File: src/logic/vmul_pkg.sv
// Shared widths, limits and stage types for the pipelined Vedic multiplier
package vmul_pkg;

    localparam int OPERAND_W = 8;
    localparam int PRODUCT_W = 2 * OPERAND_W;

    // Rising edges from input sampling to p
    localparam int PIPE_LATENCY = 4;

    // Largest magnitude an unsigned operand can take
    localparam int MAX_MAGNITUDE = (1 << OPERAND_W) - 1;

    typedef logic [OPERAND_W-1:0] operand_t;
    typedef logic [PRODUCT_W-1:0] product_t;

    // Same operand bits, read per signed_mode
    typedef union packed {
        operand_t                    u;
        logic signed [OPERAND_W-1:0] s;
    } operand_u;

    // Word between the magnitude stage and the product stages
    typedef struct packed {
        logic     valid;
        operand_t mag_a;
        operand_t mag_b;
        logic     negate;
    } mag_stage_t;

endpackage

File: src/logic/cla_adder.sv
// Carry-lookahead adder with zero carry in, used by the Vedic multiplier tree
`timescale 1ns/10ps

module cla_adder #(
    parameter int WIDTH = 8
) (
    input  logic [WIDTH-1:0] a,
    input  logic [WIDTH-1:0] b,
    output logic [WIDTH-1:0] sum,
    output logic             carry
);

    logic [WIDTH-1:0] prop;
    logic [WIDTH-1:0] gen;
    logic [WIDTH:0]   c;

    assign prop = a ^ b;
    assign gen  = a & b;

    // Each carry as a flat sum of generate terms and propagate chains
    always_comb begin
        logic chain;
        c = '0;
        for (int i = 0; i < WIDTH; i++) begin
            for (int j = 0; j <= i; j++) begin
                chain = gen[j];
                for (int k = j + 1; k <= i; k++) begin
                    chain = chain & prop[k];
                end
                c[i+1] = c[i+1] | chain;
            end
        end
    end

    assign sum   = prop ^ c[WIDTH-1:0];
    assign carry = c[WIDTH];

endmodule

File: src/logic/product_sign.sv
// Product and output stages, restoring the sign of the Vedic product
`timescale 1ns/10ps

module product_sign
    import vmul_pkg::*;
(
    input  logic       clk,
    input  logic       rst,
    input  mag_stage_t stage,
    input  product_t   raw_product,
    output product_t   p,
    output logic       out_valid
);

    localparam int SIGNED_MAX = (MAX_MAGNITUDE + 1) / 2;
    localparam int NEG_LIMIT  = SIGNED_MAX * SIGNED_MAX;

    product_t raw_q;
    logic     valid_q;
    logic     negate_q;
    product_t signed_p;

    // Stage 3, raw product
    always_ff @(posedge clk or posedge rst) begin
        if (rst) begin
            raw_q    <= '0;
            valid_q  <= 1'b0;
            negate_q <= 1'b0;
        end else begin
            raw_q    <= raw_product;
            valid_q  <= stage.valid;
            negate_q <= stage.negate;
        end
    end

    assign signed_p = negate_q ? product_t'(-raw_q) : raw_q;

    // Stage 4, result
    always_ff @(posedge clk or posedge rst) begin
        if (rst) begin
            p         <= '0;
            out_valid <= 1'b0;
        end else begin
            p         <= signed_p;
            out_valid <= valid_q;
        end
    end

    // A negative result only comes from signed magnitudes
    a_neg_range: assert property (@(posedge clk) disable iff (rst)
        negate_q |-> raw_q <= NEG_LIMIT);

endmodule

File: src/logic/sign_magnitude.sv
// Input and magnitude stages, turning operands into magnitudes plus a negate flag
`timescale 1ns/10ps

module sign_magnitude
    import vmul_pkg::*;
(
    input  logic       clk,
    input  logic       rst,
    input  logic       in_valid,
    input  operand_u   a,
    input  operand_u   b,
    input  logic       signed_mode,
    output mag_stage_t stage
);

    // Largest magnitude of a two's complement operand
    localparam int SIGNED_MAX = (MAX_MAGNITUDE + 1) / 2;

    operand_u a_q;
    operand_u b_q;
    logic     valid_q;
    logic     mode_q;
    logic     neg_a;
    logic     neg_b;
    operand_t mag_a;
    operand_t mag_b;

    // Stage 1, raw inputs
    always_ff @(posedge clk or posedge rst) begin
        if (rst) begin
            a_q     <= '0;
            b_q     <= '0;
            valid_q <= 1'b0;
            mode_q  <= 1'b0;
        end else begin
            a_q     <= a;
            b_q     <= b;
            valid_q <= in_valid;
            mode_q  <= signed_mode;
        end
    end

    assign neg_a = mode_q && (a_q.s < 0);
    assign neg_b = mode_q && (b_q.s < 0);
    assign mag_a = neg_a ? operand_t'(-a_q.s) : a_q.u;
    assign mag_b = neg_b ? operand_t'(-b_q.s) : b_q.u;

    // Stage 2, magnitudes and the sign of the final product
    always_ff @(posedge clk or posedge rst) begin
        if (rst) begin
            stage <= '0;
        end else begin
            stage <= '{valid: valid_q, mag_a: mag_a, mag_b: mag_b, negate: neg_a ^ neg_b};
        end
    end

    // -128 is the only operand whose magnitude reaches the limit
    a_signed_mag: assert property (@(posedge clk) disable iff (rst)
        (stage.valid && $past(mode_q)) |-> (stage.mag_a <= SIGNED_MAX && stage.mag_b <= SIGNED_MAX));

endmodule

File: src/logic/vedic_mult.sv
// Recursive unsigned Vedic multiplier, purely combinational, built from 2-bit cells
`timescale 1ns/10ps

module vedic_mult #(
    parameter int WIDTH = 8
) (
    input  logic [WIDTH-1:0]   a,
    input  logic [WIDTH-1:0]   b,
    output logic [2*WIDTH-1:0] p
);

    localparam int HALF = WIDTH / 2;

    generate
        if (WIDTH == 2) begin : g_cell
            logic cross_lo;
            logic cross_hi;
            logic top;
            logic mid_carry;

            assign cross_lo  = a[0] & b[1];
            assign cross_hi  = a[1] & b[0];
            assign top       = a[1] & b[1];
            assign mid_carry = cross_lo & cross_hi;

            // Two half adders on the partial products
            assign p = {top & mid_carry, top ^ mid_carry, cross_lo ^ cross_hi, a[0] & b[0]};
        end else begin : g_tree
            logic [WIDTH-1:0] ll;
            logic [WIDTH-1:0] lh;
            logic [WIDTH-1:0] hl;
            logic [WIDTH-1:0] hh;
            logic [WIDTH-1:0] mid_sum;
            logic [WIDTH-1:0] upper;
            logic [WIDTH-1:0] high;
            logic             mid_carry;
            logic             upper_carry;

            vedic_mult #(.WIDTH(HALF)) u_ll (.a(a[HALF-1:0]), .b(b[HALF-1:0]), .p(ll));
            vedic_mult #(.WIDTH(HALF)) u_lh (.a(a[HALF-1:0]), .b(b[WIDTH-1:HALF]), .p(lh));
            vedic_mult #(.WIDTH(HALF)) u_hl (.a(a[WIDTH-1:HALF]), .b(b[HALF-1:0]), .p(hl));
            vedic_mult #(.WIDTH(HALF)) u_hh (.a(a[WIDTH-1:HALF]), .b(b[WIDTH-1:HALF]), .p(hh));

            // Cross terms
            cla_adder #(.WIDTH(WIDTH)) u_add_mid (
                .a     (lh),
                .b     (hl),
                .sum   (mid_sum),
                .carry (mid_carry)
            );

            // Fold in the upper half of the low product
            cla_adder #(.WIDTH(WIDTH)) u_add_upper (
                .a     (mid_sum),
                .b     ({{HALF{1'b0}}, ll[WIDTH-1:HALF]}),
                .sum   (upper),
                .carry (upper_carry)
            );

            // Either carry lands one bit above the spilled half
            cla_adder #(.WIDTH(WIDTH)) u_add_high (
                .a     (hh),
                .b     ({{(HALF-1){1'b0}}, mid_carry | upper_carry, upper[WIDTH-1:HALF]}),
                .sum   (high),
                .carry ()
            );

            assign p = {high, upper[HALF-1:0], ll[HALF-1:0]};
        end
    endgenerate

endmodule

File: src/logic/vmul_top.sv
// Top level of the 4-stage signed/unsigned Vedic multiplier
`timescale 1ns/10ps

module vmul_top
    import vmul_pkg::*;
(
    input  logic     clk,
    input  logic     rst,
    input  logic     in_valid,
    input  operand_u a,
    input  operand_u b,
    input  logic     signed_mode,
    output product_t p,
    output logic     out_valid
);

    mag_stage_t stage;
    product_t   raw_product;

    sign_magnitude u_sign_magnitude (
        .clk         (clk),
        .rst         (rst),
        .in_valid    (in_valid),
        .a           (a),
        .b           (b),
        .signed_mode (signed_mode),
        .stage       (stage)
    );

    // Between stage 2 and stage 3
    vedic_mult #(
        .WIDTH (OPERAND_W)
    ) u_vedic_mult (
        .a (stage.mag_a),
        .b (stage.mag_b),
        .p (raw_product)
    );

    product_sign u_product_sign (
        .clk         (clk),
        .rst         (rst),
        .stage       (stage),
        .raw_product (raw_product),
        .p           (p),
        .out_valid   (out_valid)
    );

endmodule

File: config.mk
export PLATFORM = sky130hd
export DESIGN_NAME = vmul_top
export DESIGN_NICKNAME = d
export VERILOG_FILES = /design/src/logic/vmul_pkg.sv /design/src/logic/cla_adder.sv /design/src/logic/product_sign.sv /design/src/logic/sign_magnitude.sv /design/src/logic/vedic_mult.sv /design/src/logic/vmul_top.sv
export SDC_FILE = /design/constraint.sdc
export NUM_CORES = 1
export LEC_CHECK = 0
export BUFFER_PORTS_ARGS = -buffer_cell sky130_fd_sc_hd__buf_4
export CAP_MARGIN = 20
export CORE_ASPECT_RATIO = 1.25
export CORE_MARGIN = 5
export CORE_UTILIZATION = 40
export DETAILED_ROUTE_END_ITERATION = 12
export GPL_ROUTABILITY_DRIVEN = 0
export MAX_ROUTING_LAYER = met4
export PLACE_DENSITY = 0.56
export SKIP_LAST_GASP = 1
export SYNTH_ARGS = -nofsm -noshare
export SYNTH_HDL_FRONTEND = slang
export SYNTH_SLANG_ARGS = --single-unit
File: constraint.sdc
create_clock -name clk -period 19.1 [get_ports clk]
set_input_delay 1.91 -clock clk [delete_from_list [all_inputs] [get_ports clk]]
set_output_delay 1.91 -clock clk [all_outputs]
set_load 0.02 [all_outputs]
# After elaboration in Yosys (flattened, before gate mapping)

Cells that the tools add are included.

Add/sub/neg operators: 3
$lt $le $gt $ge: 2
Muxes and demuxes: 3
Bitwise gates (word level): 453
Reductions and logical operators: 2

Operators with widths:

| kind                                                                 | count |
|---|---|
| 1-bit bitwise AND                                                    | 233 |
| 1-bit OR                                                             | 142 |
| 4-bit bitwise XOR                                                    | 16 |
| 1-bit bitwise XOR                                                    | 33 |
| 8-bit bitwise XOR                                                    | 4 |
| 4-bit by 2-bit bitwise AND with 4-bit output                         | 4 |
| 4-bit bitwise AND                                                    | 4 |
| 8-bit by 1-bit < comparator with 1-bit output, second input constant | 2 |
| 16-bit two-way mux                                                   | 1 |
| 8-bit two-way mux                                                    | 2 |
| 16-bit negation                                                      | 1 |
| 8-bit negation                                                       | 2 |
| 4-bit by 2-bit bitwise XOR with 4-bit output                         | 4 |
| 4-bit by 3-bit bitwise XOR with 4-bit output                         | 4 |
| 3-bit bitwise AND                                                    | 4 |
| 8-bit by 4-bit bitwise AND with 8-bit output                         | 1 |
| 8-bit bitwise AND                                                    | 1 |
| 8-bit by 4-bit bitwise XOR with 8-bit output                         | 1 |
| 8-bit by 5-bit bitwise XOR with 8-bit output                         | 1 |
| 7-bit by 5-bit bitwise AND with 7-bit output                         | 1 |
| 1-bit logical AND                                                    | 2 |

Register bits: 71
Logic and storage cells: 476

# Logic depth before layout (Yosys ltp)

Gate-level depths: netlist (run 1).

Word-level depth: 67
Mapped depth: 27
Depth with buffers taken out: 27

# Hierarchy

A second synthesis (run 1) with hierarchy kept.

Cell total of the unflattened synthesis: 605
Area, all modules: 6,214.7 um^2

By module, submodules not included:

| module                                                     | instances | cells an instance | area each (um^2) | seq. area each (um^2) |
|---|---|---|---|---|
| cla_adder (u_vedic_mult.g_tree.u_hh.g_tree.u_add_high ...) | 12        | 17                | 152.6            | 0.0 |
| product_sign                                               | 1         | 86                | 1,271.2          | 875.8 |
| sign_magnitude                                             | 1         | 83                | 1,206.2          | 900.9 |
| cla_adder (u_vedic_mult.g_tree.u_add_high ...)             | 3         | 42                | 351.6            | 0.0 |
| vedic_mult (u_vedic_mult.g_tree.u_hh.g_tree.u_hh ...)      | 16        | 6                 | 50.0             | 0.0 |
| vedic_mult (u_vedic_mult ...)                              | 5         | 2                 | 10.0             | 0.0 |

# Least setup slack after synthesis (run 1)

No wires, ideal clock.

Kind: flip-flop to flip-flop
Start point: register, netlist name u_sign_magnitude.stage[4]
End point: register u_product_sign.raw_q[15]
Arrival time: 5,992 ps
Data required time: 18,970 ps
Slack: 12,977 ps
Cell stages (with the launch flop): 26
Path buffers: 0
Period minus slack after synthesis: 6,123 ps
Cells stage by stage: dfrtp_1 > and2_1 > ha_1 > fa_1 > ha_1 > ha_1 > nor2_1 > nor2_1 > maj3_1 > or2_2 > ha_1 > o21a_1 > nor2_1 > xnor2_1 > ha_1 > nor2_1 > a211o_1 > nor3_2 > nor3_1 > or4_1 > ha_1 > nor3_1 > a2111o_1 > a221oi_1 > o211ai_1 > xor2_1

Word-level cells in the longest chain between the ends: 46
Elaborated cells on any way between the ends: 243

RTL lines:

| element                                                       | RTL line                           | RTL |
|---|---|---|
| 1-bit bitwise AND                                             | vedic_mult.sv:21                   | `assign cross_lo = a[0] & b[1];` |
| 1-bit bitwise XOR / 1-bit bitwise AND (equally long branches) | vedic_mult.sv:27, vedic_mult.sv:24 |  |
| 4-bit bitwise XOR / 1-bit bitwise XOR (equally long branches) | cla_adder.sv:17, vedic_mult.sv:27  |  |
| 1-bit bitwise AND / 4-bit bitwise XOR (equally long branches) | cla_adder.sv:28, cla_adder.sv:17   |  |
| 1-bit bitwise AND                                             | cla_adder.sv:28                    | `chain = chain & prop[k];` |
| 1-bit OR (2 in a row)                                         | cla_adder.sv:30                    | `c[i+1] = c[i+1] \| chain;` |
| 4-bit bitwise XOR                                             | cla_adder.sv:35                    | `assign sum = prop ^ c[WIDTH-1:0];` |
| 4-bit by 2-bit bitwise XOR with 4-bit output                  | cla_adder.sv:17                    | `assign prop = a ^ b;` |
| [... 18 more ...]                                             | -                                  |  |
| 1-bit OR (7 in a row)                                         | cla_adder.sv:30                    |  |
| 1-bit OR                                                      | vedic_mult.sv:63                   | `.b ({{(HALF-1){1'b0}}, mid_carry \| upper_carry, upper[WIDTH-1:HALF]}),` |
| 8-bit by 5-bit bitwise XOR with 8-bit output                  | cla_adder.sv:17                    |  |
| 1-bit bitwise AND (3 in a row)                                | -                                  |  |
| 1-bit OR (3 in a row)                                         | cla_adder.sv:30                    |  |
| 1-bit OR (*) (3 in a row)                                     | cla_adder.sv:30                    |  |
| 8-bit bitwise XOR (*)                                         | cla_adder.sv:35                    |  |
| named net raw_product[15]                                     | vmul_top.sv:18                     | `product_t raw_product;` |
| to (signal assigned)                                          | product_sign.sv:30                 | `raw_q <= raw_product;` |
| to (decl)                                                     | product_sign.sv:18                 | `product_t raw_q;` |

Mark *: on every way through the listed nets, which the timed path passes. The rest lies on a longest branch.

# Final worst setup path (run 1)

Start point: register, netlist name u_sign_magnitude.stage[13]
End point: register u_product_sign.raw_q[15]

Word-level cells in the longest chain between the ends: 46
Elaborated cells on any way between the ends: 250

RTL lines:

| element                                                       | RTL line |
|---|---|
| 1-bit bitwise AND                                             | vedic_mult.sv:21 |
| 1-bit bitwise XOR / 1-bit bitwise AND (equally long branches) | vedic_mult.sv:27, vedic_mult.sv:24 |
| 4-bit bitwise XOR / 1-bit bitwise XOR (equally long branches) | cla_adder.sv:17, vedic_mult.sv:27 |
| 1-bit bitwise AND / 4-bit bitwise XOR (equally long branches) | cla_adder.sv:28, cla_adder.sv:17 |
| 1-bit bitwise AND                                             | cla_adder.sv:28 |
| 1-bit OR (2 in a row)                                         | cla_adder.sv:30 |
| 4-bit bitwise XOR                                             | cla_adder.sv:35 |
| 4-bit by 2-bit bitwise XOR with 4-bit output                  | cla_adder.sv:17 |
| [... 17 more ...]                                             | - |
| 1-bit bitwise AND                                             | cla_adder.sv:28 |
| 1-bit OR (7 in a row)                                         | cla_adder.sv:30 |
| 1-bit OR                                                      | vedic_mult.sv:63 |
| 8-bit by 5-bit bitwise XOR with 8-bit output                  | cla_adder.sv:17 |
| 1-bit bitwise AND (3 in a row)                                | - |
| 1-bit OR (6 in a row)                                         | cla_adder.sv:30 |
| 8-bit bitwise XOR (*)                                         | cla_adder.sv:35 |
| named net raw_product[15]                                     | vmul_top.sv:18 |

Marks and branches as above.

==> run metrics, run 1 <==
Synth Area in Simple Gates=15.6%; layout cells sized above 1=11.8%; Lkg Pwr=3.08 nW; async set-reset flop share out of synthesis=100%; max-slew violation count=0; syn_area_per_cell=10.7 sq um; # IOs=37; run status=finished clean; CP Launch Type=register; EDFF count, synth=0; R2R setup slack=12440 ps; Slew @ Worst Pin=563 ps; Slew headroom=62.4%; Power Density=127 mW/mm^2; compound-cell area share of the yosys netlist=8.44%; hold path endpoint=u_product_sign.valid_q$_DFF_PP0_; CTS H-tree depth=3; Hold Path Origin=u_sign_magnitude.stage[17]$_DFF_PP0_; Max-cap violations=0; worst r2r path cells=25; First-pass DRT Iterations=4; synthesized flop and latch total=71; FF-to-FF End=u_product_sign.raw_q[15]$_DFF_PP0_; fin util=47.0%; Root Buffer=clkbuf_16; final worst-path cycle share=34.8%; post-CTS sizing=0; CTS tree=yes; synth cell count leaders=ha_1, dfrtp_1, and2_1, xnor2_1, inv_1; Yosys warnings=0; cts hold-fix bufs=0; adder-cell share of the synthesized area=29.9%; vias in the first global route=3633; global-route wire length before repair=16.8 mm; Clock Sinks=71; row count=47; Inserted Clock Buffers=9; Longest Clk Path Bufs=2; Critical Path Sink Type=register; syn nets=640; Critical Path Start=u_sign_magnitude.stage[13]$_DFF_PP0_; GR Overflow Total=0; Post-synth top flop=dfrtp_1; hold-critical path depth=0; endpoints failing setup=0; DRC=0; final setup TNS=0 ps; post-route ant nets=0; Via Count=3563; VDD IR max=0.0626 mV; crit path time final=6660 ps; PortBufs=36; Iteration-0 DRC Markers=119; Syn Std Cell Area=0.00538 sq mm; area fraction of the dominant cell type after synthesis=33.0%; multiplexer share of the synthesized area=0.605%; largest family of logic cells by synthesized area=adder cells; register area share after synthesis=33.0%; HP Class=reg2reg; die height=140 um; starting density of the core=40.7%; Reg clk slew, reported paths=60 ps; final cell count without fillers=724; wire per inst=13.6 um; top-count cell post-synth=ha_1; worst reg2reg path startpoint=u_sign_magnitude.stage[13]$_DFF_PP0_; die area=0.0159 sq mm; Clock Latency Late Sink=340 ps; count of cell types in the netlist=51; Setup Skew=8.42 ps; Post-Route WL=9.88 mm; Synth Area in XOR/XNOR=9.93%; Hold Vio Cnt, Final=0; Worst Path Max Fanout=8; Synth area leaders=dfrtp_1, ha_1, and2_1; ANT cells=0; Core ar.=0.0132 sq mm; postcts setup bufs=0; dominant cell type by area after synthesis=dfrtp_1; DP HPWL=8.16 mm; GRT Total Usage=13.7%; pin count of the biggest net entering global routing=47; Fmax=0.150 GHz; RSZ-0062 raised after global routing=false; Die X=114 um; Synth Instances=502; total power=0.791 mW; initial antenna violation count=0; Crit Path Category=reg2reg; worst path arrival time=6870 ps; via/cell ratio=4.92; DP Cell Count=708; Worst EP required=19320 ps; Nets=686; Layout area overhead=15.4%
how the worst max path moves through the flow:
stage	to	slack, ps
4_1_cts	u_product_sign.raw_q[15]$_DFF_PP0_	12450
3_5_place_dp	u_product_sign.raw_q[15]$_DFF_PP0_	12440
5_1_grt	u_product_sign.raw_q[15]$_DFF_PP0_	12050
2_1_floorplan	u_product_sign.raw_q[15]$_DFF_PP0_	12980
3_3_place_gp	u_product_sign.raw_q[15]$_DFF_PP0_	12640
6_report	u_product_sign.raw_q[15]$_DFF_PP0_	12440
sequential cells by signal (all words and copies together) (netlist names):
register	count
u_product_sign.valid_q	1
u_product_sign.out_valid	1
u_sign_magnitude.a_q	8
u_product_sign.p	16
u_sign_magnitude.stage	18
u_sign_magnitude.b_q	8
u_product_sign.raw_q	16
u_sign_magnitude.valid_q	1
u_sign_magnitude.mode_q	1
u_product_sign.negate_q	1
power breakdown:
part	total, mW	switching (mW)	internal, mW
combinational	0.379	0.207	0.172
clock	0.196	0.0644	0.131
sequential	0.216	0.0273	0.189
total	0.791	0.299	0.492
worst max-delay path, cell delays in order (launching register included):
cell	delay [ps]
dfrtp_1	460
and2_1	200
ha_1	300
inv_1	60
fa_1	590
inv_1	60
ha_1	290
ha_1	200
nor2_1	100
nor2_1	70
xnor2_1	150
xnor2_1	220
inv_1	90
fa_1	510
inv_1	50
ha_1	350
a21oi_1	390
nand3_1	210
nor4b_1	190
or4_1	520
ha_1	370
nor3_1	90
a2111o_1	400
a221oi_1	350
o211ai_1	160
xor2_1	160
per-stage QoR:
| stage | setup slack [ps] | hold slack [ps] | instance area (sq um) |
|---|---|---|---|
| 2_1_floorplan | 12980 | 331 | 5380 |
| 3_3_place_gp | 12640 | 340 | 5870 |
| 3_5_place_dp | 12440 | 339 | 5870 |
| 4_1_cts | 12450 | 353 | 6210 |
| 5_1_grt | 12050 | 355 | 6210 |
| 6_report | 12440 | 351 | 6210 |
metal layers:
layer  vias up  wire length, um  GRT usage [%]
met1      1690             4080           15.1
met3        13              355           2.61
met4         0              118           3.99
met5         -                0              -
li1       1804                -              -
met2        56             5320           24.6
kinds of logic (layout without fill, tap and decap cells):
logic type | Yosys count | count (layout)
AND/OR/NAND/NOR | 147 | 147
flip-flops | 71 | 71
buffers and inverters | 36 | 87
multiplexers | 3 | 3
XOR/XNOR | 61 | 61
AO/OA/AOI/OAI | 64 | 64
adder cells (fa/ha/maj) | 120 | 120
cell type report:
cell class	count	area, sq um
Inverter	34	128
Clock buffer	11	243
Clock inverter	5	104
Multi-Input combinational cell	395	3470
Sequential cell	71	1780
Fill cell	1203	7020
Timing Repair Buffer	37	278
Tap cell	171	214
placed cells by master, fill, tap and decap left out, types with 2 or more instances in the layout:
cell type / count
a21o_1: 3
a21oi_1: 11
a31oi_1: 5
a41oi_1: 2
and2_1: 67
buf_4: 37
bufinv_16: 3
clkbuf_16: 9
dfrtp_1: 71
fa_1: 15
ha_1: 103
inv_1: 33
maj3_1: 2
mux2_2: 2
nand2_1: 13
nand2b_1: 5
nand3_1: 3
nand3b_1: 3
nor2_1: 28
nor2b_1: 5
nor3_1: 8
o211ai_1: 4
o21a_1: 6
o21ai_0: 13
o21bai_1: 2
o31ai_1: 4
o41ai_1: 2
o41ai_2: 2
or2_2: 2
or3_1: 3
xnor2_1: 45
xor2_1: 16
Power figures use the tool's default switching activity.
==> run 2: changes to the inputs <==
Settings changed: PLACE_DENSITY 0.56 to 0.58.
Clock period 19.1 ns to 5.75 ns, I/O delays scaled along.
==> run metrics, run 2 (synthesis results as in run 1) <==
run status=complete, but fails checks (was finished clean); failing checks=negative setup slack; Lkg Pwr=3.44 nW (was 3.08 nW); starting density of the core=40.7% (unchanged); initial antenna violation count=0 (unchanged); CP Capture Point=u_product_sign.raw_q[15]$_DFF_PP0_ (unchanged); Worst EP required=5960 ps (was 19320 ps); ANT cells=0 (unchanged); CTS tree=yes (unchanged); post-route ant nets=0 (unchanged); # IOs=37 (unchanged); Clock Latency Late Sink=340 ps (about the same); Clock Sinks=71 (unchanged); max reg flops=18 (unchanged); FF-to-FF End=u_product_sign.raw_q[15]$_DFF_PP0_ (unchanged); die area=0.0159 sq mm (unchanged); Inserted Clock Buffers=9 (unchanged); Reg clk slew, reported paths=60 ps (about the same); layout cells sized above 1=28.1% (was 11.8%); worst reg2reg path startpoint=u_sign_magnitude.stage[4]$_DFF_PP0_ (was u_sign_magnitude.stage[13]$_DFF_PP0_); Post-Route WL=10.8 mm (was 9.88 mm); row count=47 (unchanged); Slew @ Worst Pin=883 ps (was 563 ps); First-pass DRT Iterations=4 (unchanged); most common cell after layout, fill and taps aside=buf_4 (was ha_1); die height=140 um (unchanged); DP HPWL=8.68 mm (was 8.16 mm); GRT Total Usage=14.7% (was 13.7%); via/cell ratio=4.80 (was 4.92); Core ar.=0.0132 sq mm (unchanged); max-slew violation count=0 (unchanged); crit path time final=6190 ps (was 6660 ps); Power Density=439 mW/mm^2 (was 127 mW/mm^2); worst path arrival time=6400 ps (was 6870 ps); GR Overflow Total=0 (unchanged); Slowest cell on crit path=or4_4 (was fa_1); global-route wire length before repair=18.1 mm (was 16.8 mm); final worst-path cycle share=108% (was 34.8%); biggest regs=u_sign_magnitude.stage x18, u_product_sign.p x16, u_product_sign.raw_q x16 (unchanged); total power=3.06 mW (was 0.791 mW); Crit Path Category=reg2reg (unchanged); R2R setup slack=-440 ps (was 12440 ps); max incr delay on CP=550 ps (was 590 ps); endpoints failing setup=4 (was 0); Setup Skew=7.01 ps (was 8.42 ps); Hold Vio Cnt, Final=0 (unchanged); wire per inst=13.5 um (was 13.6 um); worst r2r path cells=26 (was 25); Fmax=0.162 GHz (was 0.150 GHz); Via Count=3844 (was 3563); Root Buffer=clkbuf_16 (unchanged); RSZ-0062 raised after global routing=true (was false); Critical Path Sink Type=register (unchanged); pin count of the biggest net entering global routing=72 (was 47); Critical Path Start=u_sign_magnitude.stage[4]$_DFF_PP0_ (was u_sign_magnitude.stage[13]$_DFF_PP0_); Iteration-0 DRC Markers=80 (was 119); CTS H-tree depth=3 (unchanged); Longest Clk Path Bufs=2 (unchanged); CP Launch Type=register (unchanged); final cell count without fillers=801 (was 724); vias in the first global route=4098 (was 3633); Worst Path Max Fanout=4 (was 8); HP Class=in2reg (was reg2reg); DRC=0 (unchanged); Die X=114 um (unchanged); Layout area overhead=29.2% (was 15.4%); most frequent cells in the layout=buf_4, ha_1, dfrtp_1 (was ha_1, dfrtp_1, and2_1); Max-cap violations=0 (unchanged); VDD IR max=0.207 mV (was 0.0626 mV); final worst-path setup slack=-435 ps (was 12440 ps); Nets=763 (was 686); DP Cell Count=771 (was 708); Slew headroom=41.1% (was 62.4%); PortBufs=36 (unchanged); register with the most flip-flops=u_sign_magnitude.stage (unchanged)
-- run 2: worst max-delay path: cells and delay by family (launching register included) --
family / cells / cell delay (ps)
AOI/OAI and AO/OA: 7 / 1570
DFF: 1 / 420
adders and majority gates: 8 / 2300
and+or+nand+nor: 7 / 1140
xor gates and xnor gates: 4 / 640
-- run 2: final cells by class --
cell class | instances | area [sq um]
inverters | 34 | 128
clock buffers | 10 | 229
well taps | 171 | 214
multi-input cells | 395 | 3660
flip-flops and latches | 71 | 1780
repair buffers | 114 | 871
fillers | 1148 | 6280
clock inverters | 6 | 68.8
-- run 2: stage by stage --
step | cell area (sq um) | hold slack [ps] | setup slack (ps) | utilization (%) | setup TNS [ps]
2_1_floorplan | 5440 | 331 | -184 | - | -184
3_3_place_gp | 6400 | 334 | -320 | 48.3 | -399
3_5_place_dp | 6400 | 337 | -390 | 48.3 | -685
4_1_cts | 6800 | 336 | -367 | 51.4 | -747
5_1_grt | 6950 | 328 | -765 | 52.6 | -1980
6_report | 6950 | 345 | -435 | 52.6 | -864
-- run 2: where the power goes --
| group | switching, mW | total (mW) | internal (mW) | leakage [nW] |
|---|---|---|---|---|
| clock network | 0.214 | 0.553 | 0.339 | 0.143 |
| logic | 0.861 | 1.80 | 0.934 | 2.45 |
| registers | 0.0806 | 0.708 | 0.627 | 0.842 |
-- run 2: metal layers --
| metal | global-route usage (%) | part of all wire (%) | up-vias |
|---|---|---|---|
| met5 | - | 0 | - |
| met4 | 3.73 | 1.4 | 0 |
| met3 | 2.65 | 2.9 | 13 |
| met2 | 28.4 | 57 | 52 |
| met1 | 14.9 | 38 | 1813 |
| li1 | - | - | 1966 |
-- run 2: worst min-delay path by stage --
stage                                         startpoint                                   end  slack, ps  cells past startpoint
global route                                        b[0]     u_sign_magnitude.b_q[0]$_DFF_PP0_        330                      1
finish                                              a[1]     u_sign_magnitude.a_q[1]$_DFF_PP0_        340                      1
global placement      u_sign_magnitude.valid_q$_DFF_PP0_  u_sign_magnitude.stage[17]$_DFF_PP0_        330                      0
CTS                                                 b[0]     u_sign_magnitude.b_q[0]$_DFF_PP0_        340                      1
floorplan            u_sign_magnitude.stage[0]$_DFF_PP0_     u_product_sign.negate_q$_DFF_PP0_        330                      0
detailed placement  u_sign_magnitude.stage[17]$_DFF_PP0_      u_product_sign.valid_q$_DFF_PP0_        340                      0
-- run 2: timing repair --
action / CTS / global route
pin swaps: 9 / 23
hold buffers: 0 / 0
buffers inserted: 7 / 7
resized for setup: 15 / 22
setup endpoints to repair: 4 / 5
==> run 3: changes to the inputs <==
Settings changed: ABC_AREA set to 1, SKIP_CTS_REPAIR_TIMING set to 1.
==> run metrics, run 3 <==
run status=finished clean (was complete, but fails checks); Core ar.=0.0133 sq mm (was 0.0132 sq mm); Hold Path Origin=in_valid (was a[1]); Synth Instances=623 (was 502); syn_area_per_cell=8.77 sq um (was 10.7 sq um); Die X=115 um (was 114 um); async set-reset flop share out of synthesis=100% (unchanged); post-route ant nets=0 (unchanged); Lkg Pwr=3.91 nW (was 3.44 nW); crit path time final=5400 ps (was 6190 ps); Inserted Clock Buffers=9 (unchanged); worst path arrival time=5650 ps (was 6400 ps); global-route wire length before repair=17.2 mm (was 18.1 mm); GRT Total Usage=13.7% (was 14.7%); Crit Path Category=reg2reg (unchanged); most frequent cells in the layout=inv_1, nand2_1, ha_1 (was buf_4, ha_1, dfrtp_1); Worst EP required=6000 ps (was 5960 ps); Power Density=378 mW/mm^2 (was 439 mW/mm^2); ANT cells=0 (unchanged); CTS H-tree depth=3 (unchanged); Clock Sinks=71 (unchanged); Worst Path Max Fanout=6 (was 4); Setup Skew=5.94 ps (was 7.01 ps); final worst-path cycle share=93.9% (was 108%); CTS tree=yes (unchanged); final setup TNS=0 ps (was -864 ps); Clock Latency Late Sink=320 ps (was 340 ps); DRC=0 (unchanged); starting density of the core=40.9% (was 40.7%); Yosys warnings=0 (unchanged); DP HPWL=8.13 mm (was 8.68 mm); CP Launch Type=register (unchanged); pin count of the biggest net entering global routing=72 (unchanged); Slew headroom=43.1% (was 41.1%); First-pass DRT Iterations=4 (unchanged); most common cell after layout, fill and taps aside=inv_1 (was buf_4); Critical Path Sink Type=register (unchanged); Slowest cell on crit path=fa_1 (was or4_4); vias in the first global route=4039 (was 4098); Syn Std Cell Area=0.00546 sq mm (was 0.00538 sq mm); Synth area leaders=dfrtp_1, ha_1, inv_1 (was dfrtp_1, ha_1, and2_1); GR Overflow Total=0 (unchanged); HP Class=in2reg (unchanged); wire per inst=11.6 um (was 13.5 um); Post-Route WL=9.81 mm (was 10.8 mm); design area=0.00636 sq mm (was 0.00695 sq mm); worst reg2reg path startpoint=u_sign_magnitude.stage[2]$_DFF_PP0_ (was u_sign_magnitude.stage[4]$_DFF_PP0_); max incr delay on CP=560 ps (was 550 ps); dominant cell type by area after synthesis=dfrtp_1 (unchanged); area post-placement=0.00594 sq mm (was 0.00640 sq mm); register with the most flip-flops=u_sign_magnitude.stage (unchanged); area fraction of the dominant cell type after synthesis=32.5% (was 33.0%); RSZ-0062 raised after global routing=false (was true); Max-cap violations=0 (unchanged); Slew @ Worst Pin=854 ps (was 883 ps); top-count cell post-synth=inv_1 (was ha_1); max reg flops=18 (unchanged); Layout area overhead=16.5% (was 29.2%); syn nets=761 (was 640); VDD IR max=0.211 mV (was 0.207 mV); via/cell ratio=4.57 (was 4.80); die height=141 um (was 140 um); Reg clk slew, reported paths=60 ps (about the same); Longest Clk Path Bufs=2 (unchanged); biggest regs=u_sign_magnitude.stage x18, u_product_sign.p x16, u_product_sign.raw_q x16 (unchanged); synthesized flop and latch total=71 (unchanged); Nets=805 (was 763); row count=47 (unchanged); synth cell count leaders=inv_1, nand2_1, ha_1, dfrtp_1, xor2_1 (was ha_1, dfrtp_1, and2_1, xnor2_1, inv_1); crit-path most repeated cell=nand2_1; register area share after synthesis=32.5% (was 33.0%); EDFF count, synth=0 (unchanged); # IOs=37 (unchanged); initial antenna violation count=0 (unchanged); PortBufs=36 (unchanged); count of cell types in the netlist=30 (was 51); Hold Vio Cnt, Final=0 (unchanged); Critical Path Start=u_sign_magnitude.stage[2]$_DFF_PP0_ (was u_sign_magnitude.stage[4]$_DFF_PP0_); Iteration-0 DRC Markers=151 (was 80); max-slew violation count=0 (unchanged); Root Buffer=clkbuf_16 (unchanged); layout cells sized above 1=14.9% (was 28.1%); Post-synth top flop=dfrtp_1 (unchanged); die area=0.0161 sq mm (was 0.0159 sq mm); Via Count=3851 (was 3844); endpoints failing setup=0 (was 4); Fmax=0.185 GHz (was 0.162 GHz)
## run 3: cell types whose count changed after synthesis, sizes merged, moves of 15 or more
cell    before  now
and2        67    0
clkbuf       2   17
inv         34  136
nand2       13  123
xnor2       45   14
xor2        16   41
## run 3: layout make-up
type,count,area (sq um)
Sequential cell,71,1780
Fill cell,1215,6980
Clock inverter,6,86.3
Multi-Input combinational cell,399,3170
Clock buffer,9,225
Tap cell,171,214
Timing Repair Buffer,50,375
Inverter,136,510
## run 3: stage by stage
stage	cells	total power [mW]	hold WS [ps]	setup slack, ps	util [%]
after floorplan	623	1.54	331	334	-
after global placement	820	1.79	340	151	44.5
after detailed placement	820	1.82	340	26.7	44.5
after CTS	835	2.42	337	5.54	46.8
after global routing	842	2.63	337	25.6	47.7
final	842	2.41	352	348	47.7
## run 3: critical path, delay by kind of cell, from the launching register on
kind | cells | cell delay [ps]
adder cells (fa/ha/maj) | 8 | 2510
AND/OR/NAND/NOR | 12 | 1230
XOR/XNOR | 1 | 130
flip-flops | 1 | 440
AO/OA/AOI/OAI | 3 | 530
buffers and inverters | 7 | 500
## run 3: cell families (layout without fill, tap and decap cells)
kind of cell / after synthesis / after routing / share of synthesized area (%)
flops: 71 / 71 / 32.5
fa+ha+maj: 118 / 118 / 29.1
simple gates: 187 / 187 / 14.7
compound gates: 39 / 39 / 4.33
xor+xnor: 55 / 55 / 8.82
buf+inv: 153 / 201 / 10.5
## run 3: where the power goes
part	internal (mW)	total, mW	leakage [nW]	switching [mW]
registers	0.625	0.698	0.839	0.0727
logic	0.484	1.13	2.92	0.644
clock network	0.376	0.580	0.151	0.203
total	1.48	2.41	3.91	0.921
## run 3: routing by layer
| metal | wire, um | GRT usage [%] | vias up | part of all wire [%] |
|---|---|---|---|---|
| met5 | 0 | - | - | 0 |
| met3 | 341 | 2.87 | 24 | 3.5 |
| met1 | 3750 | 13.8 | 1772 | 38 |
| met2 | 5460 | 25.6 | 65 | 56 |
| met4 | 254 | 4.94 | 0 | 2.6 |
| li1 | - | - | 1990 | - |
## run 3: final timing paths
check,slack (ps),endpoint,cells after the start
max reg2reg,350,u_product_sign.raw_q[15]$_DFF_PP0_,31
min reg2reg,350,u_product_sign.valid_q$_DFF_PP0_,0
min in group asynchronous,500,u_product_sign.p[8]$_DFF_PP0_,3
max in group asynchronous,4620,u_sign_magnitude.stage[1]$_DFF_PP0_,3
max,350,u_product_sign.raw_q[15]$_DFF_PP0_,31
min,350,u_sign_magnitude.valid_q$_DFF_PP0_,1
